[config.mk]
export PLATFORM = sky130hd
export DESIGN_NAME = uart_string_link
export DESIGN_NICKNAME = d
export VERILOG_FILES = /design/src/uart_pkg.sv /design/src/frame_byte_if.sv /design/src/uart_tx.sv /design/src/uart_rx.sv /design/src/frame_decoder.sv /design/src/rx_frame_store.sv /design/src/frame_encoder.sv /design/src/uart_string_link.sv
export SDC_FILE = /design/constraint.sdc
export NUM_CORES = 2
export LEC_CHECK = 0
export BUFFER_PORTS_ARGS = -buffer_cell sky130_fd_sc_hd__buf_4
export CAP_MARGIN = 20
export CORE_MARGIN = 5
export CORE_UTILIZATION = 63
export CTS_CLUSTER_SIZE = 10
export DETAILED_ROUTE_END_ITERATION = 7
export GPL_TIMING_DRIVEN = 0
export PLACE_DENSITY_LB_ADDON = 0.12
export SKIP_LAST_GASP = 1
export SYNTH_ARGS = -nofsm -noshare
export SYNTH_HDL_FRONTEND = slang
export SYNTH_HIERARCHICAL = 1
export SYNTH_SLANG_ARGS = --single-unit
[constraint.sdc]
create_clock -name sys_clk -period 5.6 [get_ports sys_clk]
set_clock_uncertainty 0.2 [all_clocks]
set_input_delay 1.12 -clock sys_clk [delete_from_list [all_inputs] [get_ports sys_clk]]
set_output_delay 1.12 -clock sys_clk [all_outputs]
set_load 0.05 [all_outputs]
[src/uart_pkg.sv]
/*
 * Shared definitions for the framed UART string link.
 * The framing character is '&' and must never appear inside a payload.
 * The line format is fixed at 8N1.
 */
`default_nettype none

package uart_pkg;

	typedef logic [7:0] byte_t;	// one data byte on the line or on the host bus.

	localparam byte_t sync_char = 8'h26;	// '&' opens and closes every frame.

	// Receive parser states.
	typedef enum logic [2:0] {
		dec_idle,
		dec_sync1,
		dec_payload,
		dec_end1,
		dec_drop
	} dec_state_e;

	typedef enum logic [2:0] {
		enc_idle,
		enc_head1,
		enc_head2,
		enc_body,
		enc_tail1,
		enc_tail2
	} enc_state_e;

	typedef enum logic [1:0] {
		ser_idle,
		ser_start_bit,
		ser_data_bits,
		ser_stop_bit
	} ser_state_e;	// shared by the serializer and the deserializer.

endpackage

`default_nettype wire

[src/frame_byte_if.sv]
/*
 * Decoded payload bytes travelling from the frame parser to the receive store.
 * Every signal is a single-cycle pulse and there is no back-pressure.
 */
`default_nettype none

interface frame_byte_if;

	uart_pkg::byte_t data;	// payload byte, meaningful only with valid.
	logic valid;	// one payload byte this cycle.
	logic eof;	// the frame closed cleanly and may be committed.
	logic abort;	// the frame is broken and must be thrown away.

	modport src (
		output data,
		output valid,
		output eof,
		output abort
	);

	modport dst (
		input data,
		input valid,
		input eof,
		input abort
	);

endinterface

`default_nettype wire

[src/uart_tx.sv]
/*
 * 8N1 serializer. One byte takes exactly 10 * CLKS_PER_BIT cycles from start to done.
 * start is only taken while the serializer is idle. The line idles high.
 */
`default_nettype none

module uart_tx #(
	parameter int CLKS_PER_BIT = 868
) (
	input  logic            sys_clk,
	input  logic            sys_rst_n,
	input  uart_pkg::byte_t data,
	input  logic            start,
	output logic            line,
	output logic            done
);

	localparam int CW = $clog2(CLKS_PER_BIT);

	uart_pkg::ser_state_e state;
	logic [CW-1:0] clk_cnt;
	logic [2:0] bit_idx;
	uart_pkg::byte_t shift;
	logic bit_end;

	assign bit_end = (clk_cnt == CW'(CLKS_PER_BIT - 1));
	assign done = (state == uart_pkg::ser_stop_bit) && bit_end;	// last cycle of the stop bit.

	always_ff @(posedge sys_clk or negedge sys_rst_n) begin
		if (!sys_rst_n) begin
			state <= uart_pkg::ser_idle;
			clk_cnt <= '0;
			bit_idx <= '0;
			line <= 1'b1;
		end else begin
			clk_cnt <= (state == uart_pkg::ser_idle || bit_end) ? '0 : clk_cnt + 1'b1;
			case (state)
				uart_pkg::ser_idle: begin
					if (start) begin
						state <= uart_pkg::ser_start_bit;
						line <= 1'b0;
					end
				end
				uart_pkg::ser_start_bit: begin
					if (bit_end) begin
						state <= uart_pkg::ser_data_bits;
						bit_idx <= '0;
						line <= shift[0];	// data goes out lsb first.
					end
				end
				uart_pkg::ser_data_bits: begin
					if (bit_end) begin
						bit_idx <= bit_idx + 1'b1;
						if (bit_idx == 3'd7) begin
							state <= uart_pkg::ser_stop_bit;
							line <= 1'b1;
						end else begin
							line <= shift[0];
						end
					end
				end
				default: begin
					if (bit_end) begin
						state <= uart_pkg::ser_idle;
					end
				end
			endcase
		end
	end

	// The shift register holds the bits still to be sent.
	always_ff @(posedge sys_clk) begin
		if (state == uart_pkg::ser_idle && start) begin
			shift <= data;
		end else if (bit_end && (state == uart_pkg::ser_start_bit ||
				state == uart_pkg::ser_data_bits)) begin
			shift <= shift >> 1;
		end
	end

endmodule

`default_nettype wire

[src/uart_rx.sv]
/*
 * 8N1 deserializer with a two-flop synchronizer and mid-bit sampling.
 * valid pulses about 9.5 bit times after the start edge, plus synchronizer delay.
 * A low stop bit drops the byte silently. data holds until the next byte arrives.
 */
`default_nettype none

module uart_rx #(
	parameter int CLKS_PER_BIT = 868
) (
	input  logic            sys_clk,
	input  logic            sys_rst_n,
	input  logic            line,
	output uart_pkg::byte_t data,
	output logic            valid
);

	localparam int CW = $clog2(CLKS_PER_BIT);
	localparam int HALF = CLKS_PER_BIT / 2;

	uart_pkg::ser_state_e state;
	logic line_meta;
	logic line_sync;
	logic [CW-1:0] clk_cnt;
	logic [2:0] bit_idx;
	uart_pkg::byte_t shift;
	logic bit_end;

	assign bit_end = (clk_cnt == CW'(CLKS_PER_BIT - 1));
	assign data = shift;

	always_ff @(posedge sys_clk or negedge sys_rst_n) begin
		if (!sys_rst_n) begin
			line_meta <= 1'b1;
			line_sync <= 1'b1;
			state <= uart_pkg::ser_idle;
			clk_cnt <= '0;
			bit_idx <= '0;
			valid <= 1'b0;
		end else begin
			line_meta <= line;
			line_sync <= line_meta;
			valid <= 1'b0;
			case (state)
				uart_pkg::ser_idle: begin
					clk_cnt <= '0;
					bit_idx <= '0;
					if (!line_sync) begin
						state <= uart_pkg::ser_start_bit;
					end
				end
				uart_pkg::ser_start_bit: begin
					if (clk_cnt == CW'(HALF - 1)) begin
						clk_cnt <= '0;
						// a start bit that is high again at mid-bit was only a glitch.
						state <= line_sync ? uart_pkg::ser_idle : uart_pkg::ser_data_bits;
					end else begin
						clk_cnt <= clk_cnt + 1'b1;
					end
				end
				uart_pkg::ser_data_bits: begin
					if (bit_end) begin
						clk_cnt <= '0;
						bit_idx <= bit_idx + 1'b1;
						if (bit_idx == 3'd7) begin
							state <= uart_pkg::ser_stop_bit;
						end
					end else begin
						clk_cnt <= clk_cnt + 1'b1;
					end
				end
				default: begin
					if (bit_end) begin
						state <= uart_pkg::ser_idle;	// back to idle at mid stop bit.
						valid <= line_sync;
					end else begin
						clk_cnt <= clk_cnt + 1'b1;
					end
				end
			endcase
		end
	end

	always_ff @(posedge sys_clk) begin
		if (state == uart_pkg::ser_data_bits && bit_end) begin
			shift <= {line_sync, shift[7:1]};	// lsb arrives first.
		end
	end

endmodule

`default_nettype wire

[src/frame_decoder.sv]
/*
 * Splits received bytes into payload, eof and abort events, one cycle after rx_valid.
 * A payload longer than MAX_LEN is dropped up to its closing sync pair.
 * A broken close or an empty frame returns to idle, so the next "&&" opens a frame.
 */
`default_nettype none

module frame_decoder #(
	parameter int MAX_LEN = 64
) (
	input  logic            sys_clk,
	input  logic            sys_rst_n,
	input  uart_pkg::byte_t rx_byte,
	input  logic            rx_valid,
	frame_byte_if.src       out
);

	localparam int LW = $clog2(MAX_LEN + 1);

	uart_pkg::dec_state_e state;
	logic [LW-1:0] len;
	logic drop_half;	// one sync seen while dropping a long frame.
	logic is_sync;

	assign is_sync = (rx_byte == uart_pkg::sync_char);

	always_ff @(posedge sys_clk or negedge sys_rst_n) begin
		if (!sys_rst_n) begin
			state <= uart_pkg::dec_idle;
			len <= '0;
			drop_half <= 1'b0;
			out.valid <= 1'b0;
			out.eof <= 1'b0;
			out.abort <= 1'b0;
		end else begin
			out.valid <= 1'b0;
			out.eof <= 1'b0;
			out.abort <= 1'b0;
			if (rx_valid) begin
				case (state)
					uart_pkg::dec_idle: begin
						if (is_sync) begin
							state <= uart_pkg::dec_sync1;
						end
					end
					uart_pkg::dec_sync1: begin
						len <= '0;
						state <= is_sync ? uart_pkg::dec_payload : uart_pkg::dec_idle;
					end
					uart_pkg::dec_payload: begin
						if (is_sync) begin
							state <= uart_pkg::dec_end1;
						end else if (len == LW'(MAX_LEN)) begin
							out.abort <= 1'b1;	// too long, throw away what was stored.
							drop_half <= 1'b0;
							state <= uart_pkg::dec_drop;
						end else begin
							out.valid <= 1'b1;
							len <= len + 1'b1;
						end
					end
					uart_pkg::dec_end1: begin
						state <= uart_pkg::dec_idle;
						if (is_sync && len != '0) begin
							out.eof <= 1'b1;
						end else begin
							out.abort <= 1'b1;
						end
					end
					default: begin
						drop_half <= is_sync;
						if (is_sync && drop_half) begin
							state <= uart_pkg::dec_idle;
						end
					end
				endcase
			end
		end
	end

	always_ff @(posedge sys_clk) begin
		if (rx_valid) begin
			out.data <= rx_byte;
		end
	end

endmodule

`default_nettype wire

[src/rx_frame_store.sv]
/*
 * Circular receive store. Bytes become visible only after their frame's eof.
 * RX_DEPTH must be a power of two and at least 2.
 * Overflow or abort rolls the frame back and pulses rx_error once per frame.
 */
`default_nettype none

module rx_frame_store #(
	parameter int RX_DEPTH = 256
) (
	input  logic            sys_clk,
	input  logic            sys_rst_n,
	frame_byte_if.dst       in,
	input  logic            rx_credit,
	output uart_pkg::byte_t rx_data,
	output logic            rx_valid,
	output logic            rx_last,
	output logic            rx_error
);

	localparam int AW = $clog2(RX_DEPTH);

	uart_pkg::byte_t mem [RX_DEPTH];
	logic last_mem [RX_DEPTH];
	logic [AW:0] wr_spec;
	logic [AW:0] wr_commit;
	logic [AW:0] rd_ptr;
	logic [AW:0] last_idx;
	logic [15:0] credit;	// wide enough for any sensible host grant.
	logic discard;	// the rest of the current frame is thrown away.
	logic full;
	logic emit;

	assign full = ((wr_spec - rd_ptr) == (AW + 1)'(RX_DEPTH));
	assign emit = (rd_ptr != wr_commit) && (credit != '0);
	assign last_idx = wr_spec - 1'b1;

	always_ff @(posedge sys_clk) begin
		if (in.valid && !discard && !full) begin
			mem[wr_spec[AW-1:0]] <= in.data;
			last_mem[wr_spec[AW-1:0]] <= 1'b0;
		end
		if (in.eof && !discard) begin
			last_mem[last_idx[AW-1:0]] <= 1'b1;	// mark the frame's final byte.
		end
		if (emit) begin
			rx_data <= mem[rd_ptr[AW-1:0]];
		end
	end

	always_ff @(posedge sys_clk or negedge sys_rst_n) begin
		if (!sys_rst_n) begin
			wr_spec <= '0;
			wr_commit <= '0;
			rd_ptr <= '0;
			credit <= '0;
			discard <= 1'b0;
			rx_valid <= 1'b0;
			rx_last <= 1'b0;
			rx_error <= 1'b0;
		end else begin
			rx_valid <= emit;
			rx_last <= emit && last_mem[rd_ptr[AW-1:0]];
			rx_error <= 1'b0;
			credit <= credit + 16'(rx_credit) - 16'(emit);
			if (emit) begin
				rd_ptr <= rd_ptr + 1'b1;
			end
			if (in.abort) begin
				wr_spec <= wr_commit;
				rx_error <= !discard;	// an overflow already reported this frame.
				discard <= 1'b0;
			end else if (in.eof) begin
				if (!discard) begin
					wr_commit <= wr_spec;
				end
				discard <= 1'b0;
			end else if (in.valid && !discard) begin
				if (full) begin
					wr_spec <= wr_commit;
					rx_error <= 1'b1;
					discard <= 1'b1;
				end else begin
					wr_spec <= wr_spec + 1'b1;
				end
			end
		end
	end

endmodule

`default_nettype wire

[src/frame_encoder.sv]
/*
 * Transmit FIFO and framing FSM. Each string goes out as "&&" payload "&&".
 * The host must respect its credits, since the FIFO does not check for overflow.
 * One tx_credit pulse is returned for every byte that leaves the FIFO.
 */
`default_nettype none

module frame_encoder #(
	parameter int TX_DEPTH = 16
) (
	input  logic            sys_clk,
	input  logic            sys_rst_n,
	input  uart_pkg::byte_t tx_data,
	input  logic            tx_valid,
	input  logic            tx_last,
	output logic            tx_credit,
	output logic            tx_busy,
	output uart_pkg::byte_t ser_data,
	output logic            ser_start,
	input  logic            ser_done
);

	localparam int AW = (TX_DEPTH > 1) ? $clog2(TX_DEPTH) : 1;
	localparam int CW = $clog2(TX_DEPTH + 1);

	uart_pkg::byte_t fifo_data [TX_DEPTH];
	logic fifo_last [TX_DEPTH];
	logic [AW-1:0] wr_ptr;
	logic [AW-1:0] rd_ptr;
	logic [CW-1:0] count;
	logic fifo_empty;
	logic pop;
	logic ser_busy;	// a character is on the line and done has not come yet.
	uart_pkg::enc_state_e state;

	function automatic logic [AW-1:0] next_ptr(input logic [AW-1:0] ptr);
		return (ptr == AW'(TX_DEPTH - 1)) ? '0 : ptr + 1'b1;
	endfunction

	assign fifo_empty = (count == '0);
	assign pop = ser_start && (state == uart_pkg::enc_body);
	assign tx_credit = pop;
	assign tx_busy = (state != uart_pkg::enc_idle) || ser_busy || !fifo_empty;
	assign ser_data = (state == uart_pkg::enc_body) ? fifo_data[rd_ptr] : uart_pkg::sync_char;

	always_comb begin
		case (state)
			uart_pkg::enc_head1,
			uart_pkg::enc_head2,
			uart_pkg::enc_tail1,
			uart_pkg::enc_tail2: ser_start = !ser_busy;
			uart_pkg::enc_body: ser_start = !ser_busy && !fifo_empty;
			default: ser_start = 1'b0;
		endcase
	end

	always_ff @(posedge sys_clk) begin
		if (tx_valid) begin
			fifo_data[wr_ptr] <= tx_data;
			fifo_last[wr_ptr] <= tx_last;
		end
	end

	always_ff @(posedge sys_clk or negedge sys_rst_n) begin
		if (!sys_rst_n) begin
			wr_ptr <= '0;
			rd_ptr <= '0;
			count <= '0;
			ser_busy <= 1'b0;
			state <= uart_pkg::enc_idle;
		end else begin
			if (tx_valid) begin
				wr_ptr <= next_ptr(wr_ptr);
			end
			if (pop) begin
				rd_ptr <= next_ptr(rd_ptr);
			end
			count <= count + CW'(tx_valid) - CW'(pop);
			if (ser_done) begin
				ser_busy <= 1'b0;
			end else if (ser_start) begin
				ser_busy <= 1'b1;
			end
			case (state)
				uart_pkg::enc_idle: begin
					if (!fifo_empty) begin
						state <= uart_pkg::enc_head1;	// a new string is waiting.
					end
				end
				uart_pkg::enc_head1: begin
					if (ser_start) begin
						state <= uart_pkg::enc_head2;
					end
				end
				uart_pkg::enc_head2: begin
					if (ser_start) begin
						state <= uart_pkg::enc_body;
					end
				end
				uart_pkg::enc_body: begin
					if (pop && fifo_last[rd_ptr]) begin
						state <= uart_pkg::enc_tail1;
					end
				end
				uart_pkg::enc_tail1: begin
					if (ser_start) begin
						state <= uart_pkg::enc_tail2;
					end
				end
				default: begin
					if (ser_start) begin
						state <= uart_pkg::enc_idle;
					end
				end
			endcase
		end
	end

endmodule

`default_nettype wire

[src/uart_string_link.sv]
/*
 * Framed string link over an 8N1 UART, byte streams with credits on the host side.
 * The host starts with TX_DEPTH transmit credits; the receive side starts with none.
 * RX_DEPTH must be a power of two and CLKS_PER_BIT at least 4.
 */
`default_nettype none

module uart_string_link #(
	parameter int CLKS_PER_BIT = 868,
	parameter int MAX_LEN = 64,
	parameter int RX_DEPTH = 256,
	parameter int TX_DEPTH = 16
) (
	input  logic            sys_clk,
	input  logic            sys_rst_n,
	input  logic            uart_rx_port,
	output logic            uart_tx_port,
	input  uart_pkg::byte_t tx_data,
	input  logic            tx_valid,
	input  logic            tx_last,
	output logic            tx_credit,
	output logic            tx_busy,
	input  logic            rx_credit,
	output uart_pkg::byte_t rx_data,
	output logic            rx_valid,
	output logic            rx_last,
	output logic            rx_error
);

	uart_pkg::byte_t ser_data;
	logic ser_start;
	logic ser_done;
	uart_pkg::byte_t line_byte;
	logic line_valid;

	frame_byte_if dec_bus ();

	frame_encoder #(
		.TX_DEPTH (TX_DEPTH)
	) u_frame_encoder (
		.sys_clk   (sys_clk),
		.sys_rst_n (sys_rst_n),
		.tx_data   (tx_data),
		.tx_valid  (tx_valid),
		.tx_last   (tx_last),
		.tx_credit (tx_credit),
		.tx_busy   (tx_busy),
		.ser_data  (ser_data),
		.ser_start (ser_start),
		.ser_done  (ser_done)
	);

	uart_tx #(
		.CLKS_PER_BIT (CLKS_PER_BIT)
	) u_uart_tx (
		.sys_clk   (sys_clk),
		.sys_rst_n (sys_rst_n),
		.data      (ser_data),
		.start     (ser_start),
		.line      (uart_tx_port),
		.done      (ser_done)
	);

	uart_rx #(
		.CLKS_PER_BIT (CLKS_PER_BIT)
	) u_uart_rx (
		.sys_clk   (sys_clk),
		.sys_rst_n (sys_rst_n),
		.line      (uart_rx_port),
		.data      (line_byte),
		.valid     (line_valid)
	);

	frame_decoder #(
		.MAX_LEN (MAX_LEN)
	) u_frame_decoder (
		.sys_clk   (sys_clk),
		.sys_rst_n (sys_rst_n),
		.rx_byte   (line_byte),
		.rx_valid  (line_valid),
		.out       (dec_bus.src)
	);

	rx_frame_store #(
		.RX_DEPTH (RX_DEPTH)
	) u_rx_frame_store (
		.sys_clk   (sys_clk),
		.sys_rst_n (sys_rst_n),
		.in        (dec_bus.dst),
		.rx_credit (rx_credit),
		.rx_data   (rx_data),
		.rx_valid  (rx_valid),
		.rx_last   (rx_last),
		.rx_error  (rx_error)
	);

endmodule

`default_nettype wire

## Word level (Yosys, flattened, before mapping)

Memories as Yosys holds them, arrays and structs flattened. A register that Yosys moved wholly into a read port is not among the register bits.
Index checks and enable logic that the tools add are counted.

| cells by class | value |
|---|---|
| add/subtract/negate cells | 15 |
| equality and inequality tests | 44 |
| multiplexer cells | 87 |
| bitwise logic cells | 3 |
| reduce and logical (&&, ||, !) cells | 58 |

Operator list:

| operator | number |
|---|---|
| two-way mux 10 bit | 4 |
| two-way mux 3 bit | 13 |
| two-way mux 9 bit | 4 |
| two-way mux 1 bit | 35 |
| one-hot mux 10 bit (3 select lines) | 1 |
| two-way mux 2 bit | 12 |
| two-way mux 8 bit | 3 |
| inequality test 2 x 1 -> 1 bit (second input constant) | 11 |
| adder 10 x 1 -> 10 bit (second input constant) | 2 |
| == test 10 bit (second input constant) | 2 |
| adder 9 x 1 -> 9 bit (second input constant) | 2 |
| nonzero test 3 bit | 6 |
| adder 16 x 1 -> 16 bit | 1 |
| AND reduction 4 bit | 4 |
| nonzero test 16 bit | 1 |
| subtractor 16 x 1 -> 16 bit | 1 |
| one-hot mux 3 bit (5 select lines) | 1 |
| logical AND 1 bit | 14 |
| two-way mux 7 bit | 2 |
| inequality test 2 bit (second input constant) | 7 |
| one-hot mux 7 bit (2 select lines) | 1 |
| nonzero test 2 bit | 7 |
| == test 3 x 2 -> 1 bit (second input constant) | 4 |
| == test 3 bit (second input constant) | 4 |
| 38 further kinds | 65 |

| storage, ports and cells | value |
|---|---|
| register bits after elaboration | 136 |
| bits in writable memories | 2448 |
| input bits | 14 |
| output and inout bits | 14 |
| word-level logic and storage cells | 243 |
| memories | 4 |

Memory list:

| memory | words | bits a word | read ports | clocked after memory_dff | write ports | line | source |
|---|---|---|---|---|---|---|---|
| u_rx_frame_store.mem | 256 | 8 | 1 | 1 | 1 | rx_frame_store.sv:23 | `uart_pkg::byte_t mem [RX_DEPTH];` |
| u_rx_frame_store.last_mem | 256 | 1 | 1 | 0 | 2 | rx_frame_store.sv:24 | `logic last_mem [RX_DEPTH];` |
| u_frame_encoder.fifo_data | 16 | 8 | 1 | 0 | 1 | frame_encoder.sv:26 | `uart_pkg::byte_t fifo_data [TX_DEPTH];` |
| u_frame_encoder.fifo_last | 16 | 1 | 1 | 0 | 1 | frame_encoder.sv:27 | `logic fifo_last [TX_DEPTH];` |

## Longest topological paths before layout

| depth | value |
|---|---|
| depth in word-level cells | 8 |
| gate-level depth with buffers | 20 |
| mapped depth without buffers | 16 |

## Cells and area by module

The synthesis kept the hierarchy.

By module, submodules not included:

| module | instances | cells an instance | area an instance (um^2) | sequential area each (um^2) |
|---|---|---|---|---|
| rx_frame_store | 1 | 4788 | 93941.3 | 68040.3 |
| frame_encoder | 1 | 361 | 6617.6 | 4749.6 |
| uart_tx | 1 | 113 | 1255.0 | 641.9 |
| uart_rx | 1 | 106 | 1251.2 | 693.2 |
| frame_decoder | 1 | 97 | 1078.5 | 590.6 |

## Worst setup path before layout

Ideal clock, no wire load.

| path | value |
|---|---|
| path type | register to register |
| from | register u_rx_frame_store.rd_ptr[0] |
| to | register u_rx_frame_store.credit[14] |
| setup time | 0.069 ns |
| arrival | 4.315 ns |
| data required time | 5.331 ns |
| path slack | 1.016 ns |
| stages on the path, launching flop included | 21 |
| buffers on the path | 5 |
| clock period less this slack | 4.584 ns |
| cells stage by stage | dfrtp_1 buf_6 buf_6 buf_6 buf_6 xnor2_1 nand4_1 nor4_1 a31oi_1 buf_2 xor2_1 ha_1 inv_1 fa_1 nand2b_1 a21oi_1 o21ai_0 a2111oi_0 o31ai_1 or4b_1 nand3_1 |

| between the ends | value |
|---|---|
| longest elaborated chain between the ends | 3 |

Ends and longest elaborated chain:

| what | line | source |
|---|---|---|
| start, declared | rx_frame_store.sv:27 | `logic [AW:0] rd_ptr;` |
| start signal, assigned | rx_frame_store.sv:67 | `rd_ptr <= rd_ptr + 1'b1;` |
| inequality test 9 bit | rx_frame_store.sv:35 | `assign emit = (rd_ptr != wr_commit) && (credit != '0);` |
| logical AND 1 bit | rx_frame_store.sv:35 |  |
| net u_rx_frame_store.emit | rx_frame_store.sv:32 | `logic emit;` |
| subtractor 16 x 1 -> 16 bit | rx_frame_store.sv:65 | `credit <= credit + 16'(rx_credit) - 16'(emit);` |
| end signal, assigned | rx_frame_store.sv:65 |  |
| end, declared | rx_frame_store.sv:29 | `logic [15:0] credit;` |

The timed path passes the listed nets, and every way through them passes these cells.
A chain may end at the register's enable or synchronous reset.

## Final worst setup path

| path | value |
|---|---|
| from | register u_rx_frame_store.rd_ptr[1] |
| to | register u_rx_frame_store.rx_data[1] (read register of u_rx_frame_store.mem) (data pin) |

| between the ends | value |
|---|---|
| longest elaborated chain between the ends | 2 |

Ends and longest elaborated chain:

| what | line | source |
|---|---|---|
| inequality test 9 bit | rx_frame_store.sv:35 |  |
| logical AND 1 bit | rx_frame_store.sv:35 |  |
| end, declared | rx_frame_store.sv:15 | `output uart_pkg::byte_t rx_data,` |

Parallel ways exist; a longest one is shown, timed or not.

==> metrics.md <==
| Metric | Value |
|---|---|
| EDFF count, synth | 2224 |
| Worst reg2reg path depth | 11 |
| Vias per cell | 7.36 |
| Min setup slack post-route | -51.5 ps |
| Core Util, Final | 0.728 |
| Reg clk slew, reported paths | 50 ps |
| Worst-margin pin slew | around 1400 ps |
| Netlist Area Pre-Place | 0.104 mm² |
| Final min period | between 5000 and 6000 ps |
| Max FO, Critical Path | 10 |
| CP delay by family, top | buffers and inverters |
| Placed Instances | 7813 |
| Synth top cells by count | edfxtp_1, mux4_2, dfxtp_1, nor2_1, clkbuf_1 |
| Crit Path Category | flip-flop to flip-flop |
| Post-DR wirelength/cell | approximately 40 µm |
| Most area-hungry cell type in the Yosys netlist | edfxtp_1 |
| Worst path required time | 5960 ps |
| Initial antenna violation count | 10 |
| Sequential-to-total area share from yosys stat | 0.717 |
| Worst Setup Start Kind | flip-flop |
| Nets | roughly 6000 |
| GRT busiest layer | met2 |
| Grt ovf | 0 |
| Final Hold Vio Count | 0 |
| Final Cycle Share | 1.01 |
| Largest net degree at the start of global routing | ~80 |
| Worst path max stage delay | 840 ps |
| Clock latency on the worst-skew pair | 930 ps |
| Synth Flop Type | edfxtp_1 |
| Layout area overhead | 15.0% |
| Slew margin rel. | 0.0943 |
| Placed Area | ~0.11 mm² |
| Core area | 0.165 mm² |
| H-tree levels | 5 |
| Outcome | finished with violations |
| Slew Limit Fails | 0 |
| Avg Inst Size Synth | about 19 µm² |
| Synthesized Nets | 5543 |
| GPL Wtd Cong | 0.985 |
| Maximum vdd ir drop | 0.000520 V |
| DR pass1 iterations | 7 |
| Remaining antenna violation count | 0 |
| Grt met1 use | 0.494 |
| Hold Startpoint | uart_rx_port |
| Hold path endpoint | u_uart_rx/line_meta |
| Starting Density | 0.633 |
| Worst path cell trace | buf_2, buf_2, buf_1, buf_8, clkbuf_1, mux4_2, mux4_2, a22oi_1, nand2_1, a22oi_1, o221ai_1 |
| GRT met2 Usage | 0.558 |
| Layout cells sized above 1 | 0.269 |
| Layout fillers | 9365 |
| Max cap viols | 0 |
| Cells taking the most area after synthesis | edfxtp_1, mux4_2, dfxtp_1 |
| Synth warnings | 6 |
| Remaining routing DRC violations | 0 |
| Leak pwr | 0.0386 µW |
| Number of synthesized register bits | around 2600 |
| Share of the synthesized area in the top cell type | 0.641 |
| CP Buf/Inv Count | 5 |
| HPWL Detailed | 214000 µm |
| Total die area | 0.174 mm² |
| I/O Buffers | 27 |
| Max Freq | roughly 0.18 GHz |
| Setup violators final | 1 |
| Pre-CTS WS | -1260 ps |
| Met3 Use GR | 0.131 |
| Design Power | 39600 µW |
| Post-route cell area | 0.120 mm² |
| Worst r2r src | u_rx_frame_store/rd_ptr[1] |
| Slowest-stage cell, CP | clkbuf_1 |
| Worst Hold Class | primary input to flip-flop |
| Global-route wire length before repair | 455000 µm |
| Count of cell types in the netlist | a little under 100 |
| Die width | between 400 and 500 µm |
| Post-Layout Cell Count | 8256 |
| Clock sinks | about 2600 |
| I/O pin total | 28 |
| Critical path endpoint category | flip-flop |
| TritonCTS clock tree | built |
| Failing checks | setup timing |
| Hold path cells | 1 |
| Pwr per Cell Area | 331 mW/mm² |
| Vias | 60800 |
| Cells after synthesis | approximately 5500 |
| DIE HEIGHT | 417 µm |
| CTS max path bufs | 4 |
| CTS Buf Count | just over 300 |
| Data arrival, critical path | 6010 ps |
| Reg2reg setup slack | -50 ps |
| Number of global-route vias before repair | around 60000 |
| Reg-to-Reg End | u_rx_frame_store/rx_data[1] |
| Total track usage | 0.378 |
| Root Driver | clkbuf_16 |
| Routed WL | roughly 330000 µm |
| Initial DRC Count | between 10000 and 15000 |
| Rows | 149 |
| Ys async rst share | 0.0432 |
| Most frequent cell after synthesis | edfxtp_1 |
[how the worst max path moves through the flow]
stage	startpoint	endpoint	slack, ps	cells past startpoint
after detailed placement	u_rx_frame_store/rd_ptr[1]	u_rx_frame_store/mem[13][3]	-1260	16
final	u_rx_frame_store/rd_ptr[1]	u_rx_frame_store/rx_data[1]	-50	11
after global placement	u_rx_frame_store/rd_ptr[3]	u_rx_frame_store/mem[181][5]	-2620	13
after floorplan	u_rx_frame_store/rd_ptr[0]	u_rx_frame_store/credit[14]	1020	20
after global routing	u_rx_frame_store/rd_ptr[1]	u_rx_frame_store/credit[14]	-60	18
after CTS	u_rx_frame_store/rd_ptr[1]	u_rx_frame_store/mem[80][7]	-130	15
[worst register-to-register path, delay by kind of cell, from the launching register on]
family	cells	cell delay (ps)
AOI/OAI and AO/OA	3	1490
buffers and inverters	5	2060
DFF	1	350
muxes	2	1010
and+or+nand+nor	1	190
[per-layer routing]
layer | routed length (µm) | vias up | share of wire
met5 | 65 | - | 0.00020
met4 | 24900 | 12 | 0.076
met3 | 46700 | 1229 | 0.14
met2 | 146000 | 5233 | 0.45
met1 | 109000 | 31000 | 0.33
li1 | - | 23300 | -
[final cells by class]
cell class,count,area [µm²],area share
Antenna cell,3,7.51,0.0000627
Buffer,367,1730,0.0145
Clock buffer,409,8300,0.0693
Clock inverter,7,57.6,0.000481
Inverter,187,706,0.00589
Multi-Input combinational cell,2316,28000,0.234
Sequential cell,2592,74700,0.624
Tap cell,2189,2740,0.0229
Timing Repair Buffer,186,3480,0.0290
[repair_timing]
action / 4_1_cts / 5_1_grt
gates resized for setup: 251 / 23
setup endpoints to repair: 1747 / 1269
setup buffers: 2 / 11
hold buffers: 1 / 0
gates cloned: 0 / 0
pin swaps: 1 / 2
hold endpoints to repair: 30 / 0
[cells in the final DEF, fill, tap and decap left out, types with 26 or more instances in the layout]
cell type,Yosys,layout
a21oi_1,40,40
a22oi_1,37,37
buf_1,30,27
buf_16,0,82
buf_2,88,89
buf_4,18,62
buf_8,0,48
clkbuf_1,217,287
clkbuf_16,0,317
dfrtp_1,109,109
dfxtp_1,256,256
edfxtp_1,2224,2224
ha_1,62,62
inv_1,180,179
mux2i_1,31,31
mux4_2,743,743
nand2_1,186,186
nand3_1,157,141
nor2_1,227,81
nor2_2,0,66
nor2_4,0,80
nor3_1,30,26
o21ai_0,159,159
o2bb2ai_1,96,96
o41ai_1,142,142
xnor2_1,39,39
[registers in the layout, indices dropped and copies added (netlist names), 5 cells and up]
| signal | cells |
|---|---|
| u_frame_encoder/fifo_data | 128 |
| u_uart_rx/data | 8 |
| u_frame_encoder/fifo_last | 16 |
| u_rx_frame_store/wr_spec | 9 |
| u_rx_frame_store/mem | 2048 |
| u_frame_encoder/count | 5 |
| u_rx_frame_store/rd_ptr | 9 |
| u_uart_rx/clk_cnt | 10 |
| u_frame_decoder/len | 7 |
| u_rx_frame_store/credit | 16 |
| u_frame_decoder/out.data | 8 |
| u_rx_frame_store/last_mem | 256 |
| u_uart_tx/shift | 8 |
| u_uart_tx/clk_cnt | 10 |
| u_rx_frame_store/rx_data | 8 |
| u_rx_frame_store/wr_commit | 9 |
[stage by stage]
step	hold WS, ps	TNS, ps
after floorplan	145	0
after detailed placement	153	-1253090
after CTS	55.7	-13620
after global placement	148	-7051640
after global routing	68.7	-61.6
final	110	-51.5
[kinds of logic (layout without fill, tap and decap cells)]
group / Yosys count / in the layout / synth area share
multiplexers: 800 / 800 / 0.166
AO/OA/AOI/OAI: 645 / 645 / 0.0457
AND/OR/NAND/NOR: 746 / 746 / 0.0345
flip-flops: 2592 / 2592 / 0.717
adder cells (fa/ha/maj): 64 / 64 / 0.00783
buffers and inverters: 557 / 1156 / 0.0229
XOR/XNOR: 61 / 61 / 0.00513
other: 0 / 3 / 0
[power breakdown]
| group | switching [µW] | total [µW] | internal [µW] |
|---|---|---|---|
| Clock | 7260 | 17400 | 10200 |
| Combinational | 686 | 1210 | 520 |
| Sequential | 85.6 | 21000 | 20900 |
(Power assumes the default switching activity.)
